[src/source/skdecode_defs.svh]
// --------------------------------------------------------------------------
// Secret key decode sizes
// Ring and modulus constants, field widths and per-section word counts
// --------------------------------------------------------------------------
`ifndef SKDECODE_DEFS_SVH
`define SKDECODE_DEFS_SVH

`define SKD_L             4
`define SKD_K             4
`define SKD_N             256
`define SKD_Q             8380417
`define SKD_ADDR_W        14
`define SKD_KEY_W         64
`define SKD_COEF_W        24
`define SKD_S1S2_FIELD_W  3
`define SKD_T0_FIELD_W    13
`define SKD_ETA           2
`define SKD_T0_HALF       4096

// Section lengths in key words and in write words
`define SKD_S1_KEY_WORDS  (`SKD_L * `SKD_N / 8)
`define SKD_S1_WR_WORDS   (`SKD_L * `SKD_N / 4)
`define SKD_S2_KEY_WORDS  (`SKD_K * `SKD_N / 8)
`define SKD_S2_WR_WORDS   (`SKD_K * `SKD_N / 4)
`define SKD_T0_KEY_WORDS  (`SKD_K * `SKD_N / 4)
`define SKD_T0_WR_WORDS   (`SKD_K * `SKD_N / 4)

`endif

[src/source/skdecode_pkg.sv]
// --------------------------------------------------------------------------
// Secret key decode types
// Memory request formats, coefficient words and the FSM state encodings
// --------------------------------------------------------------------------
`include "skdecode_defs.svh"

package skdecode_pkg;

    typedef enum logic [1:0] {
        RW_IDLE  = 2'b00,
        RW_READ  = 2'b01,
        RW_WRITE = 2'b10
    } mem_rw_mode_e;

    // Key memory read request
    typedef struct packed {
        logic [`SKD_ADDR_W-1:0] addr;
        mem_rw_mode_e           rd_wr_en;
    } mem_req_t;

    typedef logic [`SKD_COEF_W-1:0] coef_t;

    // Four consecutive coefficients, lane 0 is the lowest index
    typedef struct packed {
        coef_t [3:0] coef;
    } coef_word_t;

    // Coefficient memory write request
    typedef struct packed {
        logic [`SKD_ADDR_W-1:0] addr;
        mem_rw_mode_e           rd_wr_en;
        coef_word_t             data;
    } coef_wr_t;

    typedef enum logic [1:0] {
        SKDEC_RD_IDLE,
        SKDEC_RD_S1,
        SKDEC_RD_S2,
        SKDEC_RD_T0
    } skdec_read_state_e;

    typedef enum logic [2:0] {
        SKDEC_WR_IDLE,
        SKDEC_WR_S1,
        SKDEC_WR_S2,
        SKDEC_WR_T0,
        SKDEC_WR_STAGE
    } skdec_write_state_e;

endpackage

[src/source/skdecode_ctrl.sv]
// --------------------------------------------------------------------------
// Secret key decode control
// Paces key reads per section, steers the unpackers and tracks the
// coefficient writes until all three sections are complete
// --------------------------------------------------------------------------
`include "skdecode_defs.svh"

module skdecode_ctrl (
    input  logic                       clk,
    input  logic                       reset_n,
    input  logic                       zeroize,
    input  logic                       start,
    input  logic [`SKD_ADDR_W-1:0]     src_base_addr,
    input  logic [`SKD_ADDR_W-1:0]     dest_base_addr,
    input  logic                       s1s2_valid,
    input  logic                       t0_valid,
    output skdecode_pkg::mem_req_t     key_rd_req,
    output logic                       s1s2_enable,
    output logic                       t0_enable,
    output logic [`SKD_ADDR_W-1:0]     wr_addr,
    output skdecode_pkg::mem_rw_mode_e wr_en,
    output logic                       s1_done,
    output logic                       s2_done,
    output logic                       t0_done,
    output logic                       skdecode_done
);

    skdecode_pkg::skdec_read_state_e  rd_state, rd_state_nxt;
    skdecode_pkg::skdec_write_state_e wr_state, wr_state_nxt;

    logic [`SKD_ADDR_W-1:0] rd_addr;
    logic [`SKD_ADDR_W-1:0] rd_count;
    logic [`SKD_ADDR_W-1:0] rd_total;
    logic [`SKD_ADDR_W-1:0] wr_count;
    logic [`SKD_ADDR_W-1:0] wr_total;
    logic [`SKD_ADDR_W-1:0] wr_addr_base_q;
    logic                   pace;
    logic                   rd_issue;
    logic                   start_ok;
    logic                   wr_valid;
    logic                   wr_sec_end;

    assign skdecode_done = (wr_state == skdecode_pkg::SKDEC_WR_IDLE);
    assign start_ok      = start & skdecode_done;

    // --------------------------------------------------------------------------
    // Read side
    // --------------------------------------------------------------------------
    always_comb begin
        rd_total = '0;
        case (rd_state)
            skdecode_pkg::SKDEC_RD_S1: rd_total = `SKD_S1_KEY_WORDS;
            skdecode_pkg::SKDEC_RD_S2: rd_total = `SKD_S2_KEY_WORDS;
            skdecode_pkg::SKDEC_RD_T0: rd_total = `SKD_T0_KEY_WORDS;
            default:                   rd_total = '0;
        endcase
    end

    // s1/s2 words give two write words each, so read on alternate cycles.
    // A section ends on a pace cycle, leaving the write side time to stage.
    always_comb begin
        rd_state_nxt = rd_state;
        rd_issue     = 1'b0;
        unique case (rd_state)
            skdecode_pkg::SKDEC_RD_IDLE: begin
                if (start_ok)
                    rd_state_nxt = skdecode_pkg::SKDEC_RD_S1;
            end
            skdecode_pkg::SKDEC_RD_S1,
            skdecode_pkg::SKDEC_RD_S2: begin
                rd_issue = pace & (rd_count != rd_total);
                if ((rd_count == rd_total) && pace)
                    rd_state_nxt = (rd_state == skdecode_pkg::SKDEC_RD_S1) ?
                                   skdecode_pkg::SKDEC_RD_S2 : skdecode_pkg::SKDEC_RD_T0;
            end
            skdecode_pkg::SKDEC_RD_T0: begin
                rd_issue = (rd_count != rd_total);
                if ((rd_count == rd_total) && pace)
                    rd_state_nxt = skdecode_pkg::SKDEC_RD_IDLE;
            end
            default: rd_state_nxt = skdecode_pkg::SKDEC_RD_IDLE;
        endcase
    end

    always_ff @(posedge clk or negedge reset_n) begin
        if (!reset_n) begin
            rd_state    <= skdecode_pkg::SKDEC_RD_IDLE;
            rd_addr     <= '0;
            rd_count    <= '0;
            pace        <= 1'b0;
            s1s2_enable <= 1'b0;
            t0_enable   <= 1'b0;
        end else if (zeroize) begin
            rd_state    <= skdecode_pkg::SKDEC_RD_IDLE;
            rd_addr     <= '0;
            rd_count    <= '0;
            pace        <= 1'b0;
            s1s2_enable <= 1'b0;
            t0_enable   <= 1'b0;
        end else begin
            rd_state    <= rd_state_nxt;
            pace        <= ~pace;
            s1s2_enable <= rd_issue & (rd_state != skdecode_pkg::SKDEC_RD_T0);
            t0_enable   <= rd_issue & (rd_state == skdecode_pkg::SKDEC_RD_T0);
            if (start_ok) begin
                rd_addr  <= src_base_addr;
                rd_count <= '0;
                pace     <= 1'b1;
            end else if (rd_state_nxt != rd_state) begin
                rd_count <= '0;
            end else if (rd_issue) begin
                rd_addr  <= rd_addr + 1'b1;
                rd_count <= rd_count + 1'b1;
            end
        end
    end

    assign key_rd_req.addr     = rd_addr;
    assign key_rd_req.rd_wr_en = rd_issue ? skdecode_pkg::RW_READ : skdecode_pkg::RW_IDLE;

    // --------------------------------------------------------------------------
    // Write side lagging the read side
    // --------------------------------------------------------------------------
    always_comb begin
        wr_valid = 1'b0;
        wr_total = '0;
        case (wr_state)
            skdecode_pkg::SKDEC_WR_S1: begin
                wr_valid = s1s2_valid;
                wr_total = `SKD_S1_WR_WORDS;
            end
            skdecode_pkg::SKDEC_WR_S2: begin
                wr_valid = s1s2_valid;
                wr_total = `SKD_S2_WR_WORDS;
            end
            skdecode_pkg::SKDEC_WR_T0: begin
                wr_valid = t0_valid;
                wr_total = `SKD_T0_WR_WORDS;
            end
            default: ;
        endcase
    end

    assign wr_sec_end = wr_valid & (wr_count == wr_total - 1'b1);
    assign wr_addr    = wr_count + wr_addr_base_q;
    assign wr_en      = wr_valid ? skdecode_pkg::RW_WRITE : skdecode_pkg::RW_IDLE;

    // Stage picks the next section from the flags it has not yet raised
    always_comb begin
        wr_state_nxt = wr_state;
        unique case (wr_state)
            skdecode_pkg::SKDEC_WR_IDLE:
                if (start_ok)
                    wr_state_nxt = skdecode_pkg::SKDEC_WR_S1;
            skdecode_pkg::SKDEC_WR_S1,
            skdecode_pkg::SKDEC_WR_S2,
            skdecode_pkg::SKDEC_WR_T0:
                if (wr_sec_end)
                    wr_state_nxt = skdecode_pkg::SKDEC_WR_STAGE;
            skdecode_pkg::SKDEC_WR_STAGE:
                wr_state_nxt = !s1_done ? skdecode_pkg::SKDEC_WR_S2 :
                               !s2_done ? skdecode_pkg::SKDEC_WR_T0 :
                                          skdecode_pkg::SKDEC_WR_IDLE;
            default: wr_state_nxt = skdecode_pkg::SKDEC_WR_IDLE;
        endcase
    end

    always_ff @(posedge clk or negedge reset_n) begin
        if (!reset_n) begin
            wr_state       <= skdecode_pkg::SKDEC_WR_IDLE;
            wr_addr_base_q <= '0;
            wr_count       <= '0;
            {s1_done, s2_done, t0_done} <= 3'b000;
        end else if (zeroize) begin
            wr_state       <= skdecode_pkg::SKDEC_WR_IDLE;
            wr_addr_base_q <= '0;
            wr_count       <= '0;
            {s1_done, s2_done, t0_done} <= 3'b000;
        end else begin
            wr_state <= wr_state_nxt;
            if (start_ok) begin
                wr_addr_base_q <= dest_base_addr;
                wr_count       <= '0;
                {s1_done, s2_done, t0_done} <= 3'b000;
            end else if (wr_sec_end) begin
                // Addresses run on across sections
                wr_addr_base_q <= wr_addr + 1'b1;
                wr_count       <= '0;
            end else if (wr_valid) begin
                wr_count <= wr_count + 1'b1;
            end
            if (wr_state == skdecode_pkg::SKDEC_WR_STAGE) begin
                if (!s1_done)
                    s1_done <= 1'b1;
                else if (!s2_done)
                    s2_done <= 1'b1;
                else
                    t0_done <= 1'b1;
            end
        end
    end

endmodule

[src/source/skdecode_result.sv]
// --------------------------------------------------------------------------
// Secret key decode result stage
// Registers the coefficient write request and keeps the sticky eta error
// --------------------------------------------------------------------------
`include "skdecode_defs.svh"

module skdecode_result (
    input  logic                       clk,
    input  logic                       reset_n,
    input  logic                       zeroize,
    input  logic                       start,
    input  logic [`SKD_ADDR_W-1:0]     wr_addr,
    input  skdecode_pkg::mem_rw_mode_e wr_en,
    input  logic                       s1s2_valid,
    input  skdecode_pkg::coef_word_t   s1s2_data,
    input  logic                       t0_valid,
    input  skdecode_pkg::coef_word_t   t0_data,
    input  logic                       s1s2_error,
    output skdecode_pkg::coef_wr_t     coef_wr_req,
    output logic                       error
);

    logic [`SKD_ADDR_W-1:0]     addr_q;
    skdecode_pkg::mem_rw_mode_e mode_q;
    skdecode_pkg::coef_word_t   data_q;

    always_ff @(posedge clk or negedge reset_n) begin
        if (!reset_n) begin
            addr_q <= '0;
            mode_q <= skdecode_pkg::RW_IDLE;
            error  <= 1'b0;
        end else if (zeroize) begin
            addr_q <= '0;
            mode_q <= skdecode_pkg::RW_IDLE;
            error  <= 1'b0;
        end else begin
            addr_q <= wr_addr;
            mode_q <= wr_en;
            // Bad fields are flagged, decoding carries on
            if (start)
                error <= 1'b0;
            else if (s1s2_error)
                error <= 1'b1;
        end
    end

    // Only one unpacker is valid in a given cycle
    always_ff @(posedge clk) begin
        if (t0_valid)
            data_q <= t0_data;
        else if (s1s2_valid)
            data_q <= s1s2_data;
    end

    assign coef_wr_req.addr     = addr_q;
    assign coef_wr_req.rd_wr_en = mode_q;
    assign coef_wr_req.data     = data_q;

endmodule

[src/source/skdecode_s1s2_unpack.sv]
// --------------------------------------------------------------------------
// s1/s2 unpacker for eta = 2
// Turns eight 3-bit fields of a key word into two coefficient words
// and strobes an error for fields outside 0 to 4
// --------------------------------------------------------------------------
`include "skdecode_defs.svh"

module skdecode_s1s2_unpack (
    input  logic                     clk,
    input  logic                     reset_n,
    input  logic                     zeroize,
    input  logic                     enable,
    input  logic [`SKD_KEY_W-1:0]    key_rd_data,
    output logic                     s1s2_valid,
    output skdecode_pkg::coef_word_t s1s2_data,
    output logic                     s1s2_error
);

    logic [4*`SKD_S1S2_FIELD_W-1:0] upper_fields;
    logic                           upper_pending;
    skdecode_pkg::coef_word_t       lower_word;
    skdecode_pkg::coef_word_t       upper_word;
    logic                           lower_bad;
    logic                           upper_bad;

    // eta minus field, mod q
    function automatic skdecode_pkg::coef_t eta_to_coef(
        input logic [`SKD_S1S2_FIELD_W-1:0] field
    );
        if (field <= `SKD_ETA)
            return skdecode_pkg::coef_t'(`SKD_ETA - field);
        return skdecode_pkg::coef_t'(`SKD_Q + `SKD_ETA - field);
    endfunction

    always_comb begin
        lower_bad = 1'b0;
        upper_bad = 1'b0;
        for (int i = 0; i < 4; i++) begin
            lower_word.coef[i] = eta_to_coef(key_rd_data[i*`SKD_S1S2_FIELD_W +: `SKD_S1S2_FIELD_W]);
            upper_word.coef[i] = eta_to_coef(upper_fields[i*`SKD_S1S2_FIELD_W +: `SKD_S1S2_FIELD_W]);
            lower_bad |= (key_rd_data[i*`SKD_S1S2_FIELD_W +: `SKD_S1S2_FIELD_W] > 2*`SKD_ETA);
            upper_bad |= (upper_fields[i*`SKD_S1S2_FIELD_W +: `SKD_S1S2_FIELD_W] > 2*`SKD_ETA);
        end
    end

    // Fields 0-3 the cycle after enable, fields 4-7 the cycle after that
    always_ff @(posedge clk or negedge reset_n) begin
        if (!reset_n) begin
            s1s2_valid    <= 1'b0;
            s1s2_error    <= 1'b0;
            upper_pending <= 1'b0;
        end else if (zeroize) begin
            s1s2_valid    <= 1'b0;
            s1s2_error    <= 1'b0;
            upper_pending <= 1'b0;
        end else begin
            s1s2_valid    <= enable | upper_pending;
            s1s2_error    <= enable ? lower_bad : (upper_pending & upper_bad);
            upper_pending <= enable;
        end
    end

    always_ff @(posedge clk) begin
        if (enable) begin
            upper_fields <= key_rd_data[8*`SKD_S1S2_FIELD_W-1:4*`SKD_S1S2_FIELD_W];
            s1s2_data    <= lower_word;
        end else if (upper_pending) begin
            s1s2_data <= upper_word;
        end
    end

endmodule

[src/source/skdecode_t0_unpack.sv]
// --------------------------------------------------------------------------
// t0 unpacker
// Splits a key word into four 13-bit fields, one coefficient word out
// --------------------------------------------------------------------------
`include "skdecode_defs.svh"

module skdecode_t0_unpack (
    input  logic                     clk,
    input  logic                     reset_n,
    input  logic                     zeroize,
    input  logic                     enable,
    input  logic [`SKD_KEY_W-1:0]    key_rd_data,
    output logic                     t0_valid,
    output skdecode_pkg::coef_word_t t0_data
);

    skdecode_pkg::coef_word_t t0_word;

    // 2^12 minus field, mod q
    function automatic skdecode_pkg::coef_t t0_to_coef(
        input logic [`SKD_T0_FIELD_W-1:0] field
    );
        if (field <= `SKD_T0_HALF)
            return skdecode_pkg::coef_t'(`SKD_T0_HALF - field);
        return skdecode_pkg::coef_t'(`SKD_Q + `SKD_T0_HALF - field);
    endfunction

    always_comb begin
        for (int i = 0; i < 4; i++)
            t0_word.coef[i] = t0_to_coef(key_rd_data[i*`SKD_T0_FIELD_W +: `SKD_T0_FIELD_W]);
    end

    always_ff @(posedge clk or negedge reset_n) begin
        if (!reset_n)
            t0_valid <= 1'b0;
        else if (zeroize)
            t0_valid <= 1'b0;
        else
            t0_valid <= enable;
    end

    always_ff @(posedge clk) begin
        if (enable)
            t0_data <= t0_word;
    end

endmodule

[src/source/skdecode_top.sv]
// --------------------------------------------------------------------------
// Secret key decode subsystem
// Decodes the s1, s2 and t0 sections of a packed key into coefficients
// --------------------------------------------------------------------------
`include "skdecode_defs.svh"

module skdecode_top (
    input  logic                   clk,
    input  logic                   reset_n,
    input  logic                   zeroize,
    input  logic                   start,
    input  logic [`SKD_ADDR_W-1:0] src_base_addr,
    input  logic [`SKD_ADDR_W-1:0] dest_base_addr,
    input  logic [`SKD_KEY_W-1:0]  key_rd_data,
    output skdecode_pkg::mem_req_t key_rd_req,
    output skdecode_pkg::coef_wr_t coef_wr_req,
    output logic                   skdecode_done,
    output logic                   s1_done,
    output logic                   s2_done,
    output logic                   t0_done,
    output logic                   error
);

    logic                       s1s2_enable;
    logic                       t0_enable;
    logic                       s1s2_valid;
    logic                       t0_valid;
    logic                       s1s2_error;
    skdecode_pkg::coef_word_t   s1s2_data;
    skdecode_pkg::coef_word_t   t0_data;
    logic [`SKD_ADDR_W-1:0]     wr_addr;
    skdecode_pkg::mem_rw_mode_e wr_en;

    // Decode
    skdecode_ctrl u_ctrl (
        .clk            (clk),
        .reset_n        (reset_n),
        .zeroize        (zeroize),
        .start          (start),
        .src_base_addr  (src_base_addr),
        .dest_base_addr (dest_base_addr),
        .s1s2_valid     (s1s2_valid),
        .t0_valid       (t0_valid),
        .key_rd_req     (key_rd_req),
        .s1s2_enable    (s1s2_enable),
        .t0_enable      (t0_enable),
        .wr_addr        (wr_addr),
        .wr_en          (wr_en),
        .s1_done        (s1_done),
        .s2_done        (s2_done),
        .t0_done        (t0_done),
        .skdecode_done  (skdecode_done)
    );

    // Execute
    skdecode_s1s2_unpack u_s1s2_unpack (
        .clk         (clk),
        .reset_n     (reset_n),
        .zeroize     (zeroize),
        .enable      (s1s2_enable),
        .key_rd_data (key_rd_data),
        .s1s2_valid  (s1s2_valid),
        .s1s2_data   (s1s2_data),
        .s1s2_error  (s1s2_error)
    );

    skdecode_t0_unpack u_t0_unpack (
        .clk         (clk),
        .reset_n     (reset_n),
        .zeroize     (zeroize),
        .enable      (t0_enable),
        .key_rd_data (key_rd_data),
        .t0_valid    (t0_valid),
        .t0_data     (t0_data)
    );

    // Result
    skdecode_result u_result (
        .clk         (clk),
        .reset_n     (reset_n),
        .zeroize     (zeroize),
        .start       (start),
        .wr_addr     (wr_addr),
        .wr_en       (wr_en),
        .s1s2_valid  (s1s2_valid),
        .s1s2_data   (s1s2_data),
        .t0_valid    (t0_valid),
        .t0_data     (t0_data),
        .s1s2_error  (s1s2_error),
        .coef_wr_req (coef_wr_req),
        .error       (error)
    );

endmodule

[config.mk]
export PLATFORM = sky130hd
export DESIGN_NAME = skdecode_top
export DESIGN_NICKNAME = d
export VERILOG_FILES = /design/src/source/skdecode_pkg.sv /design/src/source/skdecode_ctrl.sv /design/src/source/skdecode_result.sv /design/src/source/skdecode_s1s2_unpack.sv /design/src/source/skdecode_t0_unpack.sv /design/src/source/skdecode_top.sv
export VERILOG_INCLUDE_DIRS = /design/src /design/src/source
export SDC_FILE = /design/constraint.sdc
export NUM_CORES = 1
export LEC_CHECK = 0
export BUFFER_PORTS_ARGS = -buffer_cell sky130_fd_sc_hd__buf_2
export CORE_MARGIN = 5
export CORE_UTILIZATION = 52
export CTS_BUF_LIST = sky130_fd_sc_hd__clkbuf_2
export DETAILED_ROUTE_END_ITERATION = 10
export PLACE_DENSITY_LB_ADDON = 0.2
export SLEW_MARGIN = 20
export SYNTH_ARGS = -nofsm -noshare
export SYNTH_HDL_FRONTEND = slang
export SYNTH_SLANG_ARGS = --single-unit
[constraint.sdc]
create_clock -name clk -period 3 [get_ports clk]
set_input_delay 0.9 -clock clk [delete_from_list [all_inputs] [get_ports clk]]
set_output_delay 0.9 -clock clk [all_outputs]
set_load 0.02 [all_outputs]
* Word-level counts from Yosys, hierarchy flattened *
Index checks and enable logic that the tools add are counted.

operators by class
  eq/ne operators = 15
  bitwise gates (word level) = 14
  magnitude comparators = 20
  $add $sub $neg = 30
  reduce and logical (&&, ||, !) cells = 15
  multiplexer cells = 101

operators by type and width
  kind                                                                   number
  24-bit two-way mux                                                     24
  96-bit two-way mux                                                     4
  14-bit two-way mux                                                     16
  23-bit by 3-bit subtractor with 24-bit output, first input constant    8
  23-bit by 13-bit subtractor with 24-bit output, first input constant   4
  14-bit by 1-bit adder with 14-bit output, second input constant        4
  13-bit by 13-bit subtractor with 14-bit output, first input constant   4
  13-bit <= comparator, second input constant                            4
  1-bit two-way mux                                                      40
  2-bit by 3-bit subtractor with 4-bit output, first input constant      8
  3-bit greater-than comparator, second input constant                   8
  3-bit by 2-bit <= comparator with 1-bit output, second input constant  8
  9-bit one-hot mux with 2 select lines                                  1
  14-bit adder                                                           1
  14-bit equality test                                                   1
  14-bit by 9-bit equality test with 1-bit output                        1
  2-bit two-way mux                                                      7
  14-bit by 9-bit != test with 1-bit output                              1
  3-bit two-way mux                                                      4
  9-bit by 1-bit subtractor with 10-bit output, second input constant    1
  9-bit two-way mux                                                      1
  3-bit one-hot mux with 3 select lines                                  1
  3-bit nonzero test                                                     3
  4-bit nonzero test                                                     2
  other kinds (22)                                                       39

word-level totals
  register bits = 388
  output and inout bits = 133
  word-level logic and storage cells = 227
  bits of input ports = 96

* Longest topological paths before layout *
Gate-level depths: netlist (run 1).

  depth after elaboration = 11
  gate-level depth with buffers = 11
  gate-level depth less buffers = 11

* By module *
Synthesis (run 1) repeated with hierarchy kept, for this count alone.

second synthesis, totals
  cell total of the unflattened synthesis = 1367
  area total of the unflattened synthesis = 15914.0 um^2

by module, submodules not included
  module                area an instance (um^2)  sequential area each (um^2)  cells an instance  times used
  skdecode_result       4703.3                   3308.2                       240                1
  skdecode_ctrl         4534.3                   1676.6                       517                1
  skdecode_t0_unpack    3927.5                   1946.9                       352                1
  skdecode_s1s2_unpack  2748.9                   1216.2                       258                1

* Worst setup path before layout (run 1) *
OpenSTA, ideal clock, no wires.

  path kind = input to register
  start point = input port key_rd_data[45]
  end point = register, netlist name u_t0_unpack.t0_data[82]
  cell stages on the path = 7
  slack = 53 ps
  buffers on the path = 1
  arrival time = 2691 ps
  setup time = 256 ps
  required time = 2744 ps
  cells stage by stage = or3_1 buf_2 nor4_2 o21ai_1 a21boi_1 or3b_2 xor2_1

RTL lines
  element             RTL line            source
  start: declaration  skdecode_top.sv:14  input logic [`SKD_KEY_W-1:0] key_rd_data,

==> results of run 1 <==
-- path summary, 6_finish.rpt --
kind / endpoint / cells past startpoint / slack (ns)
max: key_rd_req[0] / 6 / -0.21
min: u_ctrl.wr_count[12] / 1 / 0.09
max reg2reg: u_ctrl.wr_addr_base_q[8] / 11 / 0.17
min reg2reg: u_s1s2_unpack.s1s2_valid / 2 / 0.48
max in group asynchronous: u_ctrl.rd_addr[4] / 2 / 2.20
min in group clk: u_ctrl.wr_addr_base_q[6] / 3 / 0.32
-- cell families after synthesis --
kind of cell             count (synthesis)
other                                    1
XOR/XNOR                               103
AO/OA/AOI/OAI                          211
flip-flops                             254
buffers and inverters                  143
AND/OR/NAND/NOR                        463
adder cells (fa/ha/maj)                 57
multiplexers                            30
-- area by class of cell --
type                       count  area, um2
tap                          330      412.9
clock buffer                  98      490.5
sequential                   254       7196
fill                        2151       9564
multi-input combinational    866       5612
clock inverter                23      140.1
timing repair buffer         280       1588
antenna                        3      7.507
inverter                      65      244.0
-- through the flow --
step | setup WS (ns) | instance area, um2
2_1_floorplan | 0.05257 | 13380
3_3_place_gp | -0.01232 | 14900
3_5_place_dp | -0.06019 | 14900
4_1_cts | -0.5068 | 15620
5_1_grt | -0.3903 | 15690
6_report | -0.2076 | 15690
-- flip-flops by register name, summed over array words and instances (netlist names), 2 cells and up --
name                        cells
u_ctrl.wr_addr_base_q          14
u_ctrl.rd_state                 2
u_ctrl.rd_count                14
u_ctrl.wr_count                14
u_t0_unpack.t0_data            64
u_ctrl.rd_addr                 14
u_result.coef_wr_req           64
u_result.addr_q                14
u_ctrl.wr_state                 3
u_s1s2_unpack.upper_fields     12
u_s1s2_unpack.s1s2_data        27
-- cells in the final DEF (no fill, tap or decap), types with 5 or more instances in the layout --
cell      instances
inv_2             5
nand2_1         172
nand2b_1         14
nand3_1          25
nor2b_1          10
o21ai_0          43
a31oi_1          10
dfrtp_1          84
a211oi_1         21
nor4_1           13
xnor2_1          59
buf_4            66
buf_2           212
a21oi_1          55
a311oi_1          7
and2_1            5
o211ai_1          6
inv_1            62
clkinv_1         18
edfxtp_1        167
a22oi_1           5
o22ai_1           6
nor3_1           23
mux2_2           26
ha_1             54
o21a_1            5
xor2_1           41
or2_2             6
a21o_1           13
clkbuf_2         98
nor2_1          118
or3_1             9
nand4_1          17
nand3b_1          6
and3_1           16
-- worst register-to-register path, delay by kind of cell (launching register included) --
kind / cells / cell delay, ns
xor+xnor: 2 / 0.34
buf+inv: 1 / 0.06
flops: 1 / 0.37
fa+ha+maj: 2 / 0.60
simple gates: 4 / 0.95
compound gates: 2 / 0.39
-- power by group through the flow --
stage / Sequential (mW) / Clock [mW] / Combinational (mW)
final: 3.81 / 2.45 / 0.723
after global routing: 3.82 / 2.75 / 0.800
after CTS: 3.81 / 2.55 / 0.717
after detailed placement: 3.89 / 0 / 0.686
after global placement: 3.89 / 0 / 0.675
after floorplan: 3.92 / 0 / 0.381
-- routing by layer --
| metal | track usage | routed length (um) | vias up | share of wire |
|---|---|---|---|---|
| met1 | 0.2673 | 13260 | 4860 | 0.43 |
| met3 | 0.04530 | 1580 | 67 | 0.051 |
| met5 | 0 | 14 | - | 0.00045 |
| li1 | - | - | 5030 | - |
| met2 | 0.3588 | 15330 | 241 | 0.50 |
| met4 | 0.07326 | 770 | 4 | 0.025 |
-- synth_stat cells, types with 26 or more instances --
master,n
xnor2_1,60
xor2_1,43
nand3_1,26
mux2_2,26
ha_1,56
edfxtp_1,167
o21ai_0,45
inv_1,64
dfrtp_1,87
nand2_1,172
buf_4,35
clkbuf_1,33
nor2_1,118
a21oi_1,55
-- timing repair --
action	in CTS	in global routing
resized for setup	6	16
hold buffers	0	0
pin swaps	3	8
setup endpoints to repair	1	8
buffers inserted	7	1
==> metrics.yaml, run 1 <==
outcome:
  status: "finished, violations left"
  violations: "setup timing"
setup_path:
  critPathArrivalTime_ns: 2.31
  crit_path_max_incr_delay_ns: 0.37
  critPathBufInv: 2
  critical_path_class: "reg -> out"
  crit_path_start: "u_ctrl.rd_state[1]"
  cp_slowest_cell: "dfrtp_1"
  regToRegStartpoint: "u_ctrl.wr_count[0]"
  crit_chain: "inv_2 -> ha_4 -> xor2_2 -> nor4b_4 -> a311oi_4 -> buf_6"
  critPathRequiredTime_ns: 2.10
  path_delay_family: "flip-flops"
  crit_path_end_kind: "output pin"
  cp-start-kind: "flip-flop"
  crit_path_max_fanout: 3
routing:
  drt_pass1_iterations: 5
  drc: 0
  vias: 10200
  final_antenna_net_count: 0
  wl_per_cell_um: 16.13
  viasPerCell: 5.316
  drtIter0Drc: 537
  drt-total-wl_mm: 30.96
sta:
  fin_crit_sh: 1.069
  fin_hold_ws_ns: 0.09066
  timing.final.ws_setup_ns: -0.2076
  setup_viol: 1
  tightestPinTransition_ns: 0.8828
  min_period_ns: 3.208
  fmaxAchievable_mhz: 311.8
  hold_violations: 0
  rsz0062_at_grt: "yes"
  finalSetupTns_ns: -0.2076
  maxSlewViolCount: 0
  fin_skew_ns: 0.06828
  slew_headroom: 0.4115
synth:
  syn_area_per_cell_um2: 10.60
  synth_top_family_by_area: "simple AND/OR/NAND/NOR gates"
  yosys.area_share.adder: 0.05386
  synth_area_leaders: "edfxtp_1 (37%), dfrtp_1 (16%), ha_1 (5.2%), nand2_1 (4.8%), xnor2_1 (3.9%)"
  synth_edf_count: 167
  synthXorXnorAreaFrac: 0.06742
  synth-simple-area-share: 0.1628
  synth_area_um2: 13380
  yosysUniqueCellTypes: 80
  muxShareOfSynthArea: 0.02487
  synth_top_area_share: 0.3748
  synthArstFlopShare: 0.3425
  netlist_instances: 1262
  yosys_warnings: 0
  synth_area_leader_cell: "edfxtp_1"
  ys_ff_latch: 254
  synth_compound_area_frac: 0.1025
  synthFlopType: "edfxtp_1"
  synth-seq-area-share: 0.5375
cts:
  cts_max_level: 3
  clkTransAtPathRegs_ns: 0.10
  clock_latency_ns: 0.78
  clockRootBuffer: "clkbuf_2"
  cts_inserted_buffers: 68
  cts_tree: "done"
  ctsLongestPathBuffers: 3
  clkSinkCount: 254
power_and_ir_drop:
  p_clk_frac: 0.350
  power.density_nw_per_um2: 445.1
  ir_worst_vdd_v: 0.0003113
  p_comb_frac: 0.103
  swShare: 0.2676
  switchingPower_mw: 1.869
  p_int_mw: 5.115
  seqPwrFrac: 0.546
  p_leak_nw: 6.770
  power_mw: 6.983
final_layout:
  finalNonFillerCells: 1919
  fin_nets: 1688
  area_growth_pct: 17.26
  drive_above_1_share: 0.2787
  final_core_util: 0.6213
grt:
  grt_pass1_vias: 10180
  grt.overflow.total: 0
  grt_use_total: 0.2107
  grt_pass1_wl_mm: 49.65
  grt_max_degree: 69
  antenna_found_initial: 5
floorplan:
  pin_count: 229
  fp.dieH_um: 170.4
  row_count: 58
  core_area_um2: 25250
  die_w_um: 170.4
  die_area_um2: 29040
  initial_core_util: 0.5298
place:
  place.detailed.hpwl_mm: 21.88
  place_congestion: 0.8936
  place_inst: 1789
  portBuffers: 214
hold_path:
  hold_path_class: "in -> async"
flow_run:
  cap_violations: 0
Power figures use the tool's default switching activity.
==> run 2: changes to the inputs <==
--- a/config.mk
+++ b/config.mk
@@ -6,6 +6,7 @@
 export SDC_FILE = /design/constraint.sdc
 export NUM_CORES = 1
 export LEC_CHECK = 0
+export ABC_AREA = 1
 export BUFFER_PORTS_ARGS = -buffer_cell sky130_fd_sc_hd__buf_2
 export CORE_MARGIN = 5
 export CORE_UTILIZATION = 52
==> metrics.yaml, run 2 <==
cts:
  ctsLongestPathBuffers: 3  # unchanged
  clockRootBuffer: "clkbuf_2"
  cts_inserted_buffers: 71  # +4.4%
  clock_latency_ns: 0.84  # +0.06 ns
  clkSinkCount: 254  # unchanged
  cts_max_level: 3  # unchanged
  cts_tree: "done"
  clkTransAtPathRegs_ns: 0.11  # about the same
sta:
  timing.final.ws_setup_ns: -0.1620  # +0.04564 ns
  setup_viol: 1  # unchanged
  rsz0062_at_grt: "yes"
  fin_skew_ns: 0.08179  # +0.01351 ns
  min_period_ns: 3.162  # -0.04564 ns
  tightestPinTransition_ns: 0.9105  # +0.02775 ns
  slew_headroom: 0.3930  # -0.01850
  fin_crit_sh: 1.054  # -0.01521
  maxSlewViolCount: 0  # unchanged
  fmaxAchievable_mhz: 316.3  # +1.4%
  hold_violations: 0  # unchanged
flow_run:
  cap_violations: 0  # unchanged
hold_path:
  hold_depth: 2
  hold_path_class: "in -> reg"
power_and_ir_drop:
  power_mw: 9.113  # +30%
  ir_worst_vdd_v: 0.0002841  # -8.7%
  power.density_nw_per_um2: 577.2  # +30%
  p_leak_nw: 7.359  # +8.7%
outcome:
  violations: "setup timing"
  status: "finished, violations left"
floorplan:
  fp.dieH_um: 172.6  # +1.3%
  row_count: 59  # +1.7%
  die_w_um: 172.6  # +1.3%
  die_area_um2: 29790  # +2.6%
  initial_core_util: 0.5276  # -0.002241
  pin_count: 229  # unchanged
  core_area_um2: 26060  # +3.2%
place:
  pre_cts_ws_ns: 0.1883  # +0.2485 ns
  post_dp_cell_area_um2: 14950  # +0.35%
  place.detailed.hpwl_mm: 22.18  # +1.4%
  place_inst: 2006  # +12%
  portBuffers: 214  # unchanged
  place_congestion: 0.9066  # +1.5%
routing:
  viasPerCell: 5.148  # -3.2%
  final_antenna_net_count: 0  # unchanged
  drtIter0Drc: 739  # +38%
  wl_per_cell_um: 14.81  # -8.2%
  drt-total-wl_mm: 31.72  # +2.4%
  vias: 11030  # +8.1%
  drc: 0  # unchanged
  drt_pass1_iterations: 5  # unchanged
synth:
  synth_area_leaders: "edfxtp_1 (36%), dfrtp_1 (16%), nand2_1 (11%), ha_1 (5.1%), inv_1 (4.2%)"
  synth_edf_count: 167  # unchanged
  synthFlopType: "edfxtp_1"
  synth-seq-area-share: 0.5231  # -0.01438
  netlist_instances: 1510  # +20%
  synthArstFlopShare: 0.3425  # unchanged
  synth_commonest_cells: "nand2_1 (402), edfxtp_1 (167), inv_1 (153)"
  ys_ff_latch: 254  # unchanged
  syn_area_per_cell_um2: 9.105  # -14%
  synth_top_area_share: 0.3648  # -0.01003
  synth_area_um2: 13750  # +2.7%
  yosys_warnings: 0  # unchanged
  synth_area_leader_cell: "edfxtp_1"
  yosysUniqueCellTypes: 60  # -25%
  synth_most_common_cell: "nand2_1"
final_layout:
  final_core_util: 0.6059  # -0.01539
  finalNonFillerCells: 2142  # +12%
  fillerInstances: 2311  # +7.4%
  layout_commonest_cell: "nand2_1"
  area_growth_pct: 14.84
  design_area_um2: 15790  # +0.63%
  fin_nets: 1909  # +13%
  drive_above_1_share: 0.2321  # -0.04656
  final_cell_mix: "nand2_1 (402), buf_2 (212), edfxtp_1 (167), inv_1 (151), nor2_1 (134)"
setup_path:
  critical_path_class: "reg -> out"
  critPathArrivalTime_ns: 2.26  # -0.05 ns
  cp_common_cell: "nand2_1"
  crit_path_max_fanout: 4  # +1
  crit_path_max_incr_delay_ns: 0.44  # +0.07 ns
  crit_chain: "inv_2 -> ha_4 -> xnor2_2 -> nand2_1 -> nor2_2 -> nand2_1 -> nand2_2 -> nor2_8 -> buf_6"
  crit_path_end_kind: "output pin"
  worst_r2r_path_depth: 19  # +8
  cp_slowest_cell: "dfrtp_2"
  cp-start-kind: "flip-flop"
  critPathRequiredTime_ns: 2.10  # about the same
grt:
  grt_max_degree: 66  # -4.3%
  grt_pass1_vias: 10700  # +5.1%
  grt.overflow.total: 0  # unchanged
  grt_use_total: 0.2059  # -0.004813
  grt_pass1_wl_mm: 51.51  # +3.7%
  antenna_found_initial: 2  # -3
## run 2: logic make-up (layout without fill, tap and decap cells)
logic type	Yosys count	in the layout	share of synthesized area
mux	1	1	0.0007281
flops	254	254	0.5231
compound gates	187	187	0.08164
buf+inv	234	528	0.07590
other cells	1	4	0.0002728
simple gates	702	702	0.2188
xor+xnor	74	74	0.04714
fa+ha+maj	57	57	0.05242
## run 2: layer usage
metal | routed length, um | global-route usage
met2 | 14870 | 0.3327
met4 | 552 | 0.06768
met3 | 2106 | 0.04651
met5 | 0 | 0
met1 | 14190 | 0.2772
## run 2: layout make-up
type	instances	area, um2	area share
Timing Repair Buffer	239	1295	0.08202
Antenna cell	2	5.005	0.0003170
Clock buffer	98	490.5	0.03106
Clock inverter	24	200.2	0.01268
Sequential cell	254	7196	0.4557
Multi-Input combinational cell	1023	5555	0.3519
Inverter	167	628.1	0.03978
Tap cell	335	419.2	0.02655
## run 2: what timing repair did
item,4_1_cts,5_1_grt
pin swaps,5,2
gates resized for setup,11,1
buffers inserted,10,1
endpoints found under the setup margin,1,1
endpoints found under the hold margin,28,0
hold buffers,1,0
## run 2: critical path, delay by kind of cell, from the launching register on
family | cells | cell delay (ns)
XOR/XNOR | 1 | 0.11
buffers and inverters | 2 | 0.21
adder cells (fa/ha/maj) | 1 | 0.29
flip-flops | 1 | 0.44
AND/OR/NAND/NOR | 5 | 0.41
## run 2: report_power, final
| group | switching [mW] | internal [mW] |
|---|---|---|
| sequential | 0.208 | 3.97 |
| combinational | 1.44 | 0.806 |
| clock | 1.47 | 1.22 |
| total | 3.11 | 6.00 |
## run 2: final timing paths
path | slack, ns | from | endpoint
setup reg to reg | 0.26 | u_ctrl.rd_state[0] | u_ctrl.rd_count[1]
hold reg to reg | 0.48 | u_t0_unpack.t0_data[76] | u_result.coef_wr_req[76]
min in group asynchronous | 0.55 | reset_n | u_t0_unpack.t0_valid
hold / removal | 0.27 | start | u_result.error
max in group asynchronous | 1.77 | reset_n | u_ctrl.wr_count[5]
setup / recovery | -0.16 | u_ctrl.rd_state[0] | key_rd_req[0]
## run 2: through the flow
stage                     hold WS [ns]  setup TNS [ns]
after floorplan                 0.4553               0
final                           0.2707         -0.1620
after CTS                       0.1838         -0.2801
after global routing            0.2115         -0.3412
after detailed placement        0.4769               0
after global placement          0.4675               0
